==> config.mk <==
export PLATFORM = sky130hd
export DESIGN_NAME = r5p_execute
export DESIGN_NICKNAME = d
export VERILOG_FILES = /design/src/hdl/r5p_pkg.sv /design/src/hdl/r5p_alu.sv /design/src/hdl/r5p_bru.sv /design/src/hdl/r5p_decoder.sv /design/src/hdl/r5p_execute.sv /design/src/hdl/r5p_regfile.sv /design/src/hdl/r5p_writeback.sv
export SDC_FILE = /design/constraint.sdc
export NUM_CORES = 2
export LEC_CHECK = 0
export BUFFER_PORTS_ARGS = -buffer_cell sky130_fd_sc_hd__buf_2
export CORE_UTILIZATION = 55
export DETAILED_ROUTE_END_ITERATION = 10
export PLACE_DENSITY = 0.72
export SKIP_LAST_GASP = 1
export SLEW_MARGIN = 20
export SYNTH_ARGS = -nofsm -noshare
export SYNTH_HDL_FRONTEND = slang
export SYNTH_SLANG_ARGS = --single-unit
export TNS_END_PERCENT = 5
==> constraint.sdc <==
create_clock -name clk -period 11.84 [get_ports clk]
set_clock_uncertainty 0.1 [all_clocks]
set_input_delay 1.184 -clock clk [delete_from_list [all_inputs] [get_ports clk]]
set_output_delay 1.184 -clock clk [all_outputs]
set_load 0.03 [all_outputs]
==> src/hdl/r5p_pkg.sv <==
package r5p_pkg;

  ////////////////////////////////////////////////////////////
  // data width
  ////////////////////////////////////////////////////////////

  // decoder handles RV32I only
  localparam int unsigned XLEN = 32;

  ////////////////////////////////////////////////////////////
  // major opcodes
  ////////////////////////////////////////////////////////////

  // inst[6:0], low two bits always 2'b11
  typedef enum logic [6:0] {
    LUI    = 7'b0110111,
    AUIPC  = 7'b0010111,
    JAL    = 7'b1101111,
    JALR   = 7'b1100111,
    BRANCH = 7'b1100011,
    LOAD   = 7'b0000011,
    STORE  = 7'b0100011,
    OP_IMM = 7'b0010011,
    OP     = 7'b0110011
  } opc_t;

  ////////////////////////////////////////////////////////////
  // function fields
  ////////////////////////////////////////////////////////////

  // alu function, inst[14:12] for OP and OP_IMM
  typedef enum logic [2:0] {
    ADD  = 3'b000,
    SL   = 3'b001,
    SLT  = 3'b010,
    SLTU = 3'b011,
    XOR  = 3'b100,
    SR   = 3'b101,
    OR   = 3'b110,
    AND  = 3'b111
  } fn3_alu_t;

  // branch condition, inst[14:12] for BRANCH
  // 3'b010 and 3'b011 are reserved
  typedef enum logic [2:0] {
    BEQ  = 3'b000,
    BNE  = 3'b001,
    BLT  = 3'b100,
    BGE  = 3'b101,
    BLTU = 3'b110,
    BGEU = 3'b111
  } fn3_bru_t;

endpackage: r5p_pkg

==> src/hdl/r5p_alu.sv <==
`timescale 1ns/1ps

module r5p_alu #(
  // dedicated logic operand mux
  parameter bit CFG_LOM = 1'b0,
  // dedicated shift amount mux
  parameter bit CFG_SOM = 1'b1
)(
  input  r5p_pkg::opc_t            opc,
  input  logic [2:0]               fn3,
  input  logic                     fn7_5,
  input  logic [r5p_pkg::XLEN-1:0] pc,
  input  logic [r5p_pkg::XLEN-1:0] rs1,
  input  logic [r5p_pkg::XLEN-1:0] rs2,
  input  logic [r5p_pkg::XLEN-1:0] imm,
  output logic [r5p_pkg::XLEN-1:0] rd_val,
  // adder result with extension bit
  output logic [r5p_pkg::XLEN:0]   sum
);

  localparam int unsigned XLEN = r5p_pkg::XLEN;
  localparam int unsigned XLOG = $clog2(XLEN);

  // adder operands
  logic [XLEN-1:0] mux_op1;
  logic [XLEN-1:0] mux_op2;
  logic [XLEN:0]   add_op1;
  logic [XLEN:0]   add_op2;
  logic            add_inv;
  logic            sgn;
  // logic operands
  logic [XLEN-1:0] log_op1;
  logic [XLEN-1:0] log_op2;
  // shifter
  logic [XLOG-1:0] shf_sam;
  logic [XLEN-1:0] shf_tmp;
  logic [XLEN-1:0] shf_val;

  function automatic logic [XLEN-1:0] bitrev(input logic [XLEN-1:0] val);
    for (int i = 0; i < XLEN; i++) begin
      bitrev[i] = val[XLEN-1-i];
    end
  endfunction

  ////////////////////////////////////////////////////////////
  // adder
  ////////////////////////////////////////////////////////////

  // operand select, also load/store address and auipc
  always_comb begin
    case (opc)
      r5p_pkg::OP,
      r5p_pkg::BRANCH: begin mux_op1 = rs1; mux_op2 = rs2; end
      r5p_pkg::JALR,
      r5p_pkg::LOAD,
      r5p_pkg::STORE,
      r5p_pkg::OP_IMM: begin mux_op1 = rs1; mux_op2 = imm; end
      r5p_pkg::AUIPC,
      r5p_pkg::JAL:    begin mux_op1 = pc;  mux_op2 = imm; end
      // lui passes imm through
      default:         begin mux_op1 = '0;  mux_op2 = imm; end
    endcase
  end

  // subtract for sub, slt and all compares
  always_comb begin
    add_inv = 1'b0;
    sgn     = 1'b0;
    case (opc)
      r5p_pkg::OP,
      r5p_pkg::OP_IMM: begin
        case (r5p_pkg::fn3_alu_t'(fn3))
          r5p_pkg::ADD:  begin add_inv = (opc == r5p_pkg::OP) & fn7_5; sgn = 1'b1; end
          r5p_pkg::SLT:  begin add_inv = 1'b1; sgn = 1'b1; end
          r5p_pkg::SLTU: begin add_inv = 1'b1; sgn = 1'b0; end
          default:       begin add_inv = 1'b0; sgn = 1'b0; end
        endcase
      end
      r5p_pkg::BRANCH: begin
        // signed only for blt/bge
        add_inv = 1'b1;
        sgn     = (fn3 == r5p_pkg::BLT) || (fn3 == r5p_pkg::BGE);
      end
      default: begin add_inv = 1'b0; sgn = 1'b0; end
    endcase
  end

  // one bit extension keeps the borrow
  assign add_op1 = sgn ? {mux_op1[XLEN-1], mux_op1} : {1'b0, mux_op1};
  assign add_op2 = sgn ? {mux_op2[XLEN-1], mux_op2} : {1'b0, mux_op2};

  // invert plus carry in gives two's complement
  assign sum = add_op1 + (add_inv ? ~add_op2 : add_op2) + (XLEN+1)'(add_inv);

  ////////////////////////////////////////////////////////////
  // logic and shift operands
  ////////////////////////////////////////////////////////////

  if (CFG_LOM) begin: gen_lom
    always_comb begin
      case (opc)
        r5p_pkg::OP:     begin log_op1 = rs1; log_op2 = rs2; end
        r5p_pkg::OP_IMM: begin log_op1 = rs1; log_op2 = imm; end
        default:         begin log_op1 = '0;  log_op2 = '0;  end
      endcase
    end
  end else begin: gen_lom_shared
    // reuse adder mux
    assign log_op1 = add_op1[XLEN-1:0];
    assign log_op2 = add_op2[XLEN-1:0];
  end

  if (CFG_SOM) begin: gen_som
    always_comb begin
      case (opc)
        r5p_pkg::OP:     shf_sam = rs2[XLOG-1:0];
        r5p_pkg::OP_IMM: shf_sam = imm[XLOG-1:0];
        default:         shf_sam = '0;
      endcase
    end
  end else begin: gen_som_shared
    assign shf_sam = log_op2[XLOG-1:0];
  end

  // left shift = reverse, shift right, reverse
  assign shf_tmp = (fn3 == r5p_pkg::SL) ? bitrev(rs1) : rs1;

  // sra fills with the sign bit
  always_comb begin
    if (fn7_5) begin
      shf_val = $signed(shf_tmp) >>> shf_sam;
    end else begin
      shf_val = shf_tmp >> shf_sam;
    end
  end

  ////////////////////////////////////////////////////////////
  // result select
  ////////////////////////////////////////////////////////////

  always_comb begin
    rd_val = sum[XLEN-1:0];
    if ((opc == r5p_pkg::OP) || (opc == r5p_pkg::OP_IMM)) begin
      case (r5p_pkg::fn3_alu_t'(fn3))
        r5p_pkg::ADD:  rd_val = sum[XLEN-1:0];
        // borrow bit is the compare
        r5p_pkg::SLT,
        r5p_pkg::SLTU: rd_val = XLEN'(sum[XLEN]);
        r5p_pkg::AND:  rd_val = log_op1 & log_op2;
        r5p_pkg::OR:   rd_val = log_op1 | log_op2;
        r5p_pkg::XOR:  rd_val = log_op1 ^ log_op2;
        r5p_pkg::SR:   rd_val = shf_val;
        r5p_pkg::SL:   rd_val = bitrev(shf_val);
        default:       rd_val = sum[XLEN-1:0];
      endcase
    end
  end

endmodule: r5p_alu

==> src/hdl/r5p_bru.sv <==
`timescale 1ns/1ps

module r5p_bru (
  input  r5p_pkg::opc_t            opc,
  input  logic [2:0]               fn3,
  // alu subtraction result
  input  logic [r5p_pkg::XLEN:0]   sum,
  input  logic [r5p_pkg::XLEN-1:0] pc,
  input  logic [r5p_pkg::XLEN-1:0] rs1,
  input  logic [r5p_pkg::XLEN-1:0] imm,
  output logic                     br_tkn,
  output logic [r5p_pkg::XLEN-1:0] br_tgt,
  output logic [r5p_pkg::XLEN-1:0] link
);

  localparam int unsigned XLEN = r5p_pkg::XLEN;

  logic            eq;
  logic            lt;
  logic [XLEN-1:0] jalr_adr;

  // rs1 - rs2 from the alu
  assign eq = (sum == '0);
  // borrow out, signedness already chosen in the alu
  assign lt = sum[XLEN];

  always_comb begin
    case (opc)
      r5p_pkg::BRANCH: begin
        case (r5p_pkg::fn3_bru_t'(fn3))
          r5p_pkg::BEQ:  br_tkn = eq;
          r5p_pkg::BNE:  br_tkn = ~eq;
          r5p_pkg::BLT,
          r5p_pkg::BLTU: br_tkn = lt;
          r5p_pkg::BGE,
          r5p_pkg::BGEU: br_tkn = ~lt;
          // reserved codes never branch
          default:       br_tkn = 1'b0;
        endcase
      end
      r5p_pkg::JAL,
      r5p_pkg::JALR: br_tkn = 1'b1;
      default:       br_tkn = 1'b0;
    endcase
  end

  // jalr target, lsb dropped
  assign jalr_adr = rs1 + imm;
  assign br_tgt   = (opc == r5p_pkg::JALR) ? {jalr_adr[XLEN-1:1], 1'b0} : pc + imm;

  // return address
  assign link = pc + XLEN'(4);

endmodule: r5p_bru

==> src/hdl/r5p_decoder.sv <==
`timescale 1ns/1ps

module r5p_decoder (
  // instruction word
  input  logic [31:0]              inst,
  // decoded fields
  output r5p_pkg::opc_t            opc,
  output logic [2:0]               fn3,
  output logic                     fn7_5,
  output logic [4:0]               rs1_adr,
  output logic [4:0]               rs2_adr,
  output logic [4:0]               rd_adr,
  output logic [r5p_pkg::XLEN-1:0] imm
);

  localparam int unsigned XLEN = r5p_pkg::XLEN;

  // immediates of each format, sign extended
  logic [XLEN-1:0] imm_i;
  logic [XLEN-1:0] imm_s;
  logic [XLEN-1:0] imm_b;
  logic [XLEN-1:0] imm_u;
  logic [XLEN-1:0] imm_j;

  ////////////////////////////////////////////////////////////
  // fixed position fields
  ////////////////////////////////////////////////////////////

  assign opc     = r5p_pkg::opc_t'(inst[6:0]);
  assign fn3     = inst[14:12];
  assign rd_adr  = inst[11:7];
  assign rs1_adr = inst[19:15];
  assign rs2_adr = inst[24:20];

  // bit 30 selects SUB and SRA
  // immediate ops other than SRAI carry imm bits there
  always_comb begin
    fn7_5 = inst[30];
    if ((opc == r5p_pkg::OP_IMM) && (fn3 != r5p_pkg::SR)) begin
      fn7_5 = 1'b0;
    end
  end

  ////////////////////////////////////////////////////////////
  // immediate formats
  ////////////////////////////////////////////////////////////

  // I-type, jalr/load/op_imm
  assign imm_i = {{(XLEN-12){inst[31]}}, inst[31:20]};
  // S-type, split around rd field
  assign imm_s = {{(XLEN-12){inst[31]}}, inst[31:25], inst[11:7]};
  // B-type, halfword offset
  assign imm_b = {{(XLEN-13){inst[31]}}, inst[31], inst[7], inst[30:25], inst[11:8], 1'b0};
  // U-type, upper 20 bits
  assign imm_u = {inst[31:12], 12'b0};
  // J-type, halfword offset
  assign imm_j = {{(XLEN-21){inst[31]}}, inst[31], inst[19:12], inst[20], inst[30:21], 1'b0};

  // format select by opcode
  always_comb begin
    case (opc)
      r5p_pkg::JALR,
      r5p_pkg::LOAD,
      r5p_pkg::OP_IMM: imm = imm_i;
      r5p_pkg::STORE:  imm = imm_s;
      r5p_pkg::BRANCH: imm = imm_b;
      r5p_pkg::LUI,
      r5p_pkg::AUIPC:  imm = imm_u;
      r5p_pkg::JAL:    imm = imm_j;
      // R-type has none
      default:         imm = '0;
    endcase
  end

endmodule: r5p_decoder

==> src/hdl/r5p_execute.sv <==
`timescale 1ns/1ps

module r5p_execute #(
  parameter bit CFG_LOM = 1'b0,
  parameter bit CFG_SOM = 1'b1
)(
  input  logic                     clk,
  input  logic                     arst_n,
  // instruction strobe
  input  logic                     inst_vld,
  input  logic [31:0]              inst,
  input  logic [r5p_pkg::XLEN-1:0] pc,
  // register write result
  output logic                     wb_vld,
  output logic [4:0]               wb_adr,
  output logic [r5p_pkg::XLEN-1:0] wb_dat,
  // branch/jump result
  output logic                     br_vld,
  output logic                     br_tkn,
  output logic [r5p_pkg::XLEN-1:0] br_tgt,
  // load/store address
  output logic                     mem_vld,
  output logic                     mem_wen,
  output logic [r5p_pkg::XLEN-1:0] mem_adr
);

  localparam int unsigned XLEN = r5p_pkg::XLEN;

  // decode
  r5p_pkg::opc_t   opc;
  logic [2:0]      fn3;
  logic            fn7_5;
  logic [4:0]      rs1_adr;
  logic [4:0]      rs2_adr;
  logic [4:0]      rd_adr;
  logic [XLEN-1:0] imm;
  // operands and results
  logic [XLEN-1:0] rs1;
  logic [XLEN-1:0] rs2;
  logic [XLEN-1:0] rd_val;
  logic [XLEN:0]   sum;
  // branch unit, before the output register
  logic            bru_tkn;
  logic [XLEN-1:0] bru_tgt;
  logic [XLEN-1:0] link;
  // register file write
  logic            rf_wen;
  logic [4:0]      rf_wadr;
  logic [XLEN-1:0] rf_wdat;

  ////////////////////////////////////////////////////////////
  // combinational path
  ////////////////////////////////////////////////////////////

  r5p_decoder u_dec (
    .inst, .opc, .fn3, .fn7_5,
    .rs1_adr, .rs2_adr, .rd_adr, .imm
  );

  r5p_regfile u_rf (
    .clk, .arst_n,
    .rs1_adr, .rs2_adr, .rs1, .rs2,
    .rf_wen, .rf_wadr, .rf_wdat
  );

  r5p_alu #(
    .CFG_LOM (CFG_LOM),
    .CFG_SOM (CFG_SOM)
  ) u_alu (
    .opc, .fn3, .fn7_5,
    .pc, .rs1, .rs2, .imm,
    .rd_val, .sum
  );

  r5p_bru u_bru (
    .opc, .fn3, .sum, .pc, .rs1, .imm,
    .br_tkn (bru_tkn),
    .br_tgt (bru_tgt),
    .link
  );

  ////////////////////////////////////////////////////////////
  // writeback and output register
  ////////////////////////////////////////////////////////////

  r5p_writeback u_wb (
    .clk, .arst_n, .inst_vld, .opc, .rd_adr,
    .rd_val, .imm, .link,
    .br_tgt   (bru_tgt),
    .br_tkn   (bru_tkn),
    .sum,
    .rf_wen, .rf_wadr, .rf_wdat,
    .wb_vld, .wb_adr, .wb_dat,
    .br_vld,
    .br_tkn_q (br_tkn),
    .br_tgt_q (br_tgt),
    .mem_vld, .mem_wen, .mem_adr
  );

endmodule: r5p_execute

==> src/hdl/r5p_regfile.sv <==
`timescale 1ns/1ps

module r5p_regfile (
  input  logic                     clk,
  input  logic                     arst_n,
  // read ports
  input  logic [4:0]               rs1_adr,
  input  logic [4:0]               rs2_adr,
  output logic [r5p_pkg::XLEN-1:0] rs1,
  output logic [r5p_pkg::XLEN-1:0] rs2,
  // write port
  input  logic                     rf_wen,
  input  logic [4:0]               rf_wadr,
  input  logic [r5p_pkg::XLEN-1:0] rf_wdat
);

  // x0..x31
  logic [r5p_pkg::XLEN-1:0] regs [0:31];

  // write at the edge, x0 never written
  always_ff @(posedge clk or negedge arst_n) begin
    if (!arst_n) begin
      for (int i = 0; i < 32; i++) begin
        regs[i] <= '0;
      end
    end else if (rf_wen && (rf_wadr != 5'd0)) begin
      regs[rf_wadr] <= rf_wdat;
    end
  end

  // combinational reads
  // x0 hard wired
  assign rs1 = (rs1_adr == 5'd0) ? '0 : regs[rs1_adr];
  assign rs2 = (rs2_adr == 5'd0) ? '0 : regs[rs2_adr];

endmodule: r5p_regfile

==> src/hdl/r5p_writeback.sv <==
`timescale 1ns/1ps

module r5p_writeback (
  input  logic                     clk,
  input  logic                     arst_n,
  input  logic                     inst_vld,
  input  r5p_pkg::opc_t            opc,
  input  logic [4:0]               rd_adr,
  input  logic [r5p_pkg::XLEN-1:0] rd_val,
  input  logic [r5p_pkg::XLEN-1:0] imm,
  input  logic [r5p_pkg::XLEN-1:0] link,
  input  logic [r5p_pkg::XLEN-1:0] br_tgt,
  input  logic                     br_tkn,
  input  logic [r5p_pkg::XLEN:0]   sum,
  // register file write
  output logic                     rf_wen,
  output logic [4:0]               rf_wadr,
  output logic [r5p_pkg::XLEN-1:0] rf_wdat,
  // registered strobes
  output logic                     wb_vld,
  output logic [4:0]               wb_adr,
  output logic [r5p_pkg::XLEN-1:0] wb_dat,
  output logic                     br_vld,
  output logic                     br_tkn_q,
  output logic [r5p_pkg::XLEN-1:0] br_tgt_q,
  output logic                     mem_vld,
  output logic                     mem_wen,
  output logic [r5p_pkg::XLEN-1:0] mem_adr
);

  logic rd_wr;
  logic is_br;
  logic is_mem;

  // destination value by opcode
  always_comb begin
    case (opc)
      r5p_pkg::LUI:      begin rd_wr = 1'b1; rf_wdat = imm;    end
      r5p_pkg::JAL,
      r5p_pkg::JALR:     begin rd_wr = 1'b1; rf_wdat = link;   end
      r5p_pkg::OP,
      r5p_pkg::OP_IMM,
      r5p_pkg::AUIPC:    begin rd_wr = 1'b1; rf_wdat = rd_val; end
      // branch, load, store
      default:           begin rd_wr = 1'b0; rf_wdat = rd_val; end
    endcase
  end

  // lands at the same edge that samples inst_vld
  assign rf_wen  = inst_vld & rd_wr & (rd_adr != 5'd0);
  assign rf_wadr = rd_adr;

  assign is_br  = inst_vld & ((opc == r5p_pkg::BRANCH) || (opc == r5p_pkg::JAL) ||
                              (opc == r5p_pkg::JALR));
  assign is_mem = inst_vld & ((opc == r5p_pkg::LOAD) || (opc == r5p_pkg::STORE));

  ////////////////////////////////////////////////////////////
  // output register, one cycle after inst_vld
  ////////////////////////////////////////////////////////////

  always_ff @(posedge clk or negedge arst_n) begin
    if (!arst_n) begin
      wb_vld   <= 1'b0;
      wb_adr   <= '0;
      wb_dat   <= '0;
      br_vld   <= 1'b0;
      br_tkn_q <= 1'b0;
      br_tgt_q <= '0;
      mem_vld  <= 1'b0;
      mem_wen  <= 1'b0;
      mem_adr  <= '0;
    end else begin
      // strobes every cycle
      wb_vld  <= rf_wen;
      br_vld  <= is_br;
      mem_vld <= is_mem;
      mem_wen <= is_mem & (opc == r5p_pkg::STORE);
      // payload held between strobes
      if (rf_wen) begin
        wb_adr <= rd_adr;
        wb_dat <= rf_wdat;
      end
      if (is_br) begin
        br_tkn_q <= br_tkn;
        br_tgt_q <= br_tgt;
      end
      if (is_mem) begin
        mem_adr <= sum[r5p_pkg::XLEN-1:0];
      end
    end
  end

endmodule: r5p_writeback

## Yosys cells after proc, flatten, opt, wreduce, memory -nomap -nowiden

Cells that the tools add are included.

| storage, ports and cells | value |
|---|---|
| flip-flop bits (word level) | 1130 |
| bits of input ports | 67 |
| logic and storage cells | 141 |

| operators by class | value |
|---|---|
| $add $sub $neg | 5 |
| order comparisons | 4 |
| equal/unequal tests | 17 |
| shift operators | 2 |
| mux-type cells | 32 |
| bitwise gates (word level) | 15 |
| reduce and logical (&&, ||, !) cells | 25 |

Operators by type and width:

| cell | number |
|---|---|
| bitwise mux 1024 bit | 1 |
| two-way mux 32 bit | 12 |
| binary-select mux 32 bit (select 5 bit) | 2 |
| one-hot mux 32 bit (7 select lines) | 1 |
| demux 32 bit (select 5 bit) | 1 |
| one-hot mux 32 bit (5 select lines) | 1 |
| one-hot mux 32 bit (2 select lines) | 2 |
| two-way mux 33 bit | 3 |
| adder 32 bit | 2 |
| adder 33 x 1 -> 33 bit | 1 |
| adder 33 bit | 1 |
| logical NOT 33 bit | 1 |
| inverter 33 bit | 1 |
| adder 32 x 3 -> 32 bit (second input constant) | 1 |
| AND 32 bit | 1 |
| bitwise OR 32 bit | 1 |
| >> shifter 32 x 5 -> 32 bit | 1 |
| >>> shifter 32 x 5 -> 32 bit | 1 |
| bitwise XOR 32 bit | 1 |
| equality test 7 x 6 -> 1 bit (second input constant) | 3 |
| equality test 7 bit (second input constant) | 3 |
| >= comparator 6 bit (second input constant) | 3 |
| inverter 5 -> 6 bit | 3 |
| OR reduction 2 bit | 9 |
| 20 further kinds | 44 |

## Logic depth before layout (Yosys ltp)

| logic depth | value |
|---|---|
| word-level depth | 15 |
| depth in mapped cells | 32 |
| depth with buffers taken out | 24 |

## Cells and area by module

A second synthesis with hierarchy kept.

| second synthesis, totals | value |
|---|---|
| cells, all modules | 5824 |
| area, all modules | 72274.3 sq um |

By module, submodules not included:

| module | times used | cells each | area an instance (sq um) | sequential area each (sq um) |
|---|---|---|---|---|
| r5p_regfile | 1 | 3621 | 54369.6 | 25624.6 |
| r5p_alu | 1 | 1144 | 7938.9 | 0.0 |
| r5p_writeback | 1 | 389 | 5212.5 | 2652.5 |
| r5p_bru | 1 | 573 | 4011.3 | 0.0 |
| r5p_decoder | 1 | 97 | 742.0 | 0.0 |

## Worst setup path after synthesis

Ideal clock, no wire load.

| timing path | value |
|---|---|
| path type | in2reg |
| start point | input inst[20] |
| end point | register u_rf.regs[123] (netlist bit) |
| setup time | 0.133 ns |
| arrival time | 8.232 ns |
| setup slack | 3.374 ns |
| stages | 30 |
| path buffers | 10 |
| cells stage by stage | buf_6 buf_6 buf_6 buf_4 buf_4 buf_2 buf_2 clkbuf_1 buf_1 mux4_2 mux2i_1 a22oi_1 a32oi_1 xor2_1 ha_1 a21o_1 a21o_1 a21o_1 a21oi_1 nor2b_1 a311oi_2 o21ai_1 or4_1 a31oi_1 o21ba_2 xnor2_1 nand2_1 a222oi_1 clkbuf_1 o21ai_0 |

| between the ends | value |
|---|---|
| longest elaborated chain between the ends | 15 |

RTL lines:

| what | line | RTL |
|---|---|---|
| from (decl) | r5p_execute.sv:11 | `input logic [31:0] inst,` |
| inverter 5 -> 6 bit (implied by the code) | r5p_regfile.sv:34 | `assign rs2 = (rs2_adr == 5'd0) ? '0 : regs[rs2_adr];` |
| binary-select mux 32 bit (select 5 bit) | r5p_regfile.sv:34 |  |
| two-way mux 32 bit (implied by the code) (2 in a row) | r5p_regfile.sv:34 |  |
| two-way mux 32 bit | r5p_regfile.sv:34 |  |
| two-way mux 32 bit | r5p_alu.sv:51 | `case (opc)` |
| two-way mux 33 bit | r5p_alu.sv:90 | `assign add_op2 = sgn ? {mux_op2[XLEN-1], mux_op2} : {1'b0, mux_op2};` |
| inverter 33 bit | r5p_alu.sv:93 | `assign sum = add_op1 + (add_inv ? ~add_op2 : add_op2) + (XLEN+1)'(add_inv);` |
| two-way mux 33 bit | r5p_alu.sv:93 |  |
| adder 33 bit | r5p_alu.sv:93 |  |
| adder 33 x 1 -> 33 bit | r5p_alu.sv:93 |  |
| one-hot mux 32 bit (7 select lines) | r5p_alu.sv:144 | `case (r5p_pkg::fn3_alu_t'(fn3))` |
| two-way mux 32 bit * | r5p_alu.sv:143 | `if ((opc == r5p_pkg::OP) \|\| (opc == r5p_pkg::OP_IMM)) begin` |
| one-hot mux 32 bit (2 select lines) * | r5p_writeback.sv:37 | `case (opc)` |
| bitwise mux 1024 bit * | r5p_regfile.sv:27 | `regs[rf_wadr] <= rf_wdat;` |
| to (signal, indexed assignment) | r5p_regfile.sv:27 |  |
| to (decl) | r5p_regfile.sv:18 | `logic [r5p_pkg::XLEN-1:0] regs [0:31];` |

Mark *: on every way between the ends. The rest lies on a longest branch, timed or not. The select of a mux whose other input is x is not followed.
A chain may end at the register's enable or synchronous reset.

## Worst setup path after layout

| timing path | value |
|---|---|
| start point | input inst[20] |
| end point | register u_rf.regs[851] (netlist bit) |

The elaborated chain is that of the path after synthesis.

==> impl_metrics.env <==
export IMPL_cts_buffers=117
export IMPL_peakVddDrop_mv=0.106
export IMPL_rr_worst_depth=20
export IMPL_hold_ws_ns=0.278
export IMPL_rsz0062_at_grt="no"
export IMPL_cp_required_ns=12.31
export IMPL_ys_types=92
export IMPL_final_cells=8397
export IMPL_critPathCaptureType="register"
export IMPL_clock_latency_ns=0.76
export IMPL_crit_buf_inv=4
export IMPL_power_switching_mw=2.43
export IMPL_io_buffer_count=172
export IMPL_synth_most_common_cell="nand2_1"
export IMPL_tns_ns=0
export IMPL_synthArstFlopShare=1.00
export IMPL_max_freq_mhz=116
export IMPL_pwr_share_comb=0.119
export IMPL_synth_largest_area_cell="dfrtp_1"
export IMPL_drt_iter0_markers=7827
export IMPL_worst_setup_path_start_kind="input port"
export IMPL_critPathMaxStageDelay_ns=0.91
export IMPL_timing_final_max_slew_violations=0
export IMPL_p_int_mw=6.46
export IMPL_area_delta_synth_final_pct=9.50
export IMPL_wl_per_cell_um=31.5
export IMPL_violations="design-rule violations"
export IMPL_hold_class="input port to async pin"
export IMPL_netlist_area_leader_share=0.412
export IMPL_max_slew_margin=0.152
export IMPL_avgSynthCellArea_um2=10.1
export IMPL_synth_enable_flop_cells=0
export IMPL_core_area_um2=124000
export IMPL_critPathArrivalTime_ns=9.12
export IMPL_post_cts_resized=0
export IMPL_synth_seq_cells=1130
export IMPL_yosys_top_cells_count="nand2_1 (1185), dfrtp_1 (1130), o21ai_0 (987), mux4_2 (508), clkbuf_1 (466)"
export IMPL_tightestPinTransition_ns=1.27
export IMPL_die_w_um=355
export IMPL_grt_usage=0.420
export IMPL_syn_nets=6996
export IMPL_yosysSeqAreaShare=0.412
export IMPL_root_buffer="clkbuf_16"
export IMPL_total_power_mw=8.89
export IMPL_outcome="finished, violations left"
export IMPL_switching_share=0.274
export IMPL_drv_cap=0
export IMPL_routed_wirelength_um=264000
export IMPL_fp_dieH_um=355
export IMPL_grt_pass1_vias=56800
export IMPL_path_clk_slew_ns=0.06
export IMPL_synthTopCellsByArea="dfrtp_1 (41%), mux4_2 (17%), o21ai_0 (7.2%), nand2_1 (6.5%), mux2i_1 (3.4%)"
export IMPL_r2r_slack_ns=4.63
export IMPL_drt_first_pass_iters=9
export IMPL_cp_cell_sequence="buf_8 -> buf_4 -> buf_4 -> mux4_2 -> mux4_2 -> mux2i_1 -> nor2_1 -> a21oi_1 -> xor2_1 -> ha_1 -> inv_1 -> nor3_1 -> nor2b_1 -> a311oi_2 -> o21ai_1 -> xor2_1 -> o21ai_0 -> o221ai_1 -> nand2_2 -> o21ai_0"
export IMPL_gr_total_overflow=0
export IMPL_ys_flop_type="dfrtp_1"
export IMPL_dpl_hpwl_um=173000
export IMPL_p_leak_nw=33.6
export IMPL_cts_htree_levels=3
export IMPL_dieArea_um2=126000
export IMPL_avgViaCountPerCell=6.90
export IMPL_synth_area_um2=68600
export IMPL_grt_pass1_wl_um=386000
export IMPL_pre_cts_ws_ns=2.76
export IMPL_clkSinkCount=1130
export IMPL_initial_core_util=0.555
export IMPL_fin_util=0.607
export IMPL_setup_worst_path_start="inst[20]"
export IMPL_finalHoldViolCount=0
export IMPL_layout_drive_gt1_share=0.201
export IMPL_ant_nets=0
export IMPL_fin_nets=6885
export IMPL_place_congestion=1.08
export IMPL_antenna_found_initial=15
export IMPL_dpl_cell_area_um2=71100
export IMPL_p_per_area_nw_per_um2=118
export IMPL_cts_tree="built"
export IMPL_drc_errors=102
export IMPL_reg2reg_to="u_rf.regs[851]"
export IMPL_fin_area_um2=75200
export IMPL_cpLargestDelayFamily="compound AO/OA/AOI/OAI gates"
export IMPL_setup_viol=0
export IMPL_io_pins=173
export IMPL_path_class="input port to register"
export IMPL_ys_warn_count=0
export IMPL_p_seq_frac=0.448
export IMPL_pwr_share_clk=0.433
export IMPL_critical_path_max_fanout=66
export IMPL_post_cts_buffers=0
export IMPL_period_share=0.730
export IMPL_crit_slowest_cell="o21ai_0"
export IMPL_place_inst=8173
export IMPL_grt_max_degree=168
export IMPL_cts_buffer_depth=3
export IMPL_fin_ws_ns=3.20
export IMPL_fp_row_count=129
export IMPL_period_minus_slack_ns=8.64
export IMPL_vias=57900
export IMPL_syn_inst=6766
export IMPL_cts_hold_buffers=0
export IMPL_r2r_start="u_rf.regs[388]"
[cells in the final DEF, fill, tap and decap left out, types with 44 or more instances in the layout]
cell type | netlist | routed
nor2_1 | 323 | 316
ha_1 | 160 | 160
xnor2_1 | 86 | 86
clkbuf_16 | 0 | 118
mux4_2 | 508 | 508
buf_4 | 25 | 189
xor2_1 | 54 | 54
mux2_2 | 182 | 182
nand2_1 | 1185 | 1151
buf_2 | 49 | 166
inv_1 | 145 | 145
o21ai_0 | 987 | 986
a21oi_1 | 359 | 352
mux2i_1 | 230 | 230
dfrtp_1 | 1130 | 1130
a21o_1 | 46 | 45
nand3_1 | 45 | 45
nor3_1 | 45 | 44
[worst reg2reg max path, stage by stage, from the launching register on]
cell and delay, ns:
dfrtp_1 0.40, mux4_2 0.48, mux4_2 0.49, a22o_1 0.29
o21ai_0 0.28, a21oi_1 0.23, xnor2_1 0.19, ha_1 0.37
a21o_1 0.22, a21o_1 0.18, a21o_1 0.21, a21o_1 0.20
a21oi_1 0.27, nor2b_1 0.10, a311oi_2 0.43, o21ai_1 0.15
xor2_1 0.20, o21ai_0 0.91, o221ai_1 0.44, nand2_2 0.64
o21ai_0 0.27
[kinds of logic (layout without fill, tap and decap cells)]
| kind of cell | count (synthesis) | after routing | share of synthesized area |
|---|---|---|---|
| AOI/OAI and AO/OA | 1862 | 1862 | 0.157 |
| and+or+nand+nor | 1795 | 1795 | 0.108 |
| DFF | 1130 | 1130 | 0.412 |
| muxes | 923 | 923 | 0.231 |
| buffers and inverters | 752 | 739 | 0.0448 |
| adders and majority gates | 163 | 163 | 0.0300 |
| xor gates and xnor gates | 141 | 141 | 0.0181 |
| other | 0 | 7 | 0 |
[final cells by class]
| class | instances | area [µm²] |
|---|---|---|
| antenna | 7 | 17.5 |
| clock buffer | 175 | 3420 |
| clock inverter | 42 | 537 |
| fill | 10100 | 48600 |
| inverter | 149 | 562 |
| multi-input combinational | 4884 | 37700 |
| sequential | 1130 | 28300 |
| tap | 1637 | 2050 |
| timing repair buffer | 373 | 2570 |
[sequential cells by signal, indices dropped and copies added (netlist names)]
signal,flops
u_wb.br_vld,1
u_wb.mem_wen,1
u_rf.regs,1024
u_wb.wb_vld,1
u_wb.wb_adr,5
u_wb.br_tkn_q,1
u_wb.mem_adr,32
u_wb.mem_vld,1
u_wb.wb_dat,32
u_wb.br_tgt_q,32
[layer usage]
metal  GRT usage  part of all wire  wire length, µm  up-vias
met2       0.625              0.44           116000     3867
met3       0.129              0.12            32900     1003
met1       0.525              0.36            94100    28800
met4       0.293             0.079            20800       10
met5           0           0.00025               67        -
li1            -                 -                -    24300
[power by group through the flow]
stage / Combinational, mW / Sequential (mW) / Clock [mW]
2_1_floorplan: 0.526 / 4.12 / 0
3_3_place_gp: 1.02 / 4.05 / 0
3_5_place_dp: 1.03 / 4.05 / 0
4_1_cts: 1.04 / 3.98 / 3.87
5_1_grt: 1.11 / 3.99 / 4.01
6_report: 1.06 / 3.98 / 3.85
[how the worst max path moves through the flow]
stage,endpoint,slack (ns),depth (start not counted)
CTS,u_rf.regs[885],3.52,23
floorplan,u_rf.regs[123],3.37,30
detailed placement,u_rf.regs[885],2.76,21
global placement,u_rf.regs[282],2.68,22
global route,u_rf.regs[286],2.95,24
finish,u_rf.regs[851],3.20,20
Note: power is estimated with default switching activity, not from simulation.
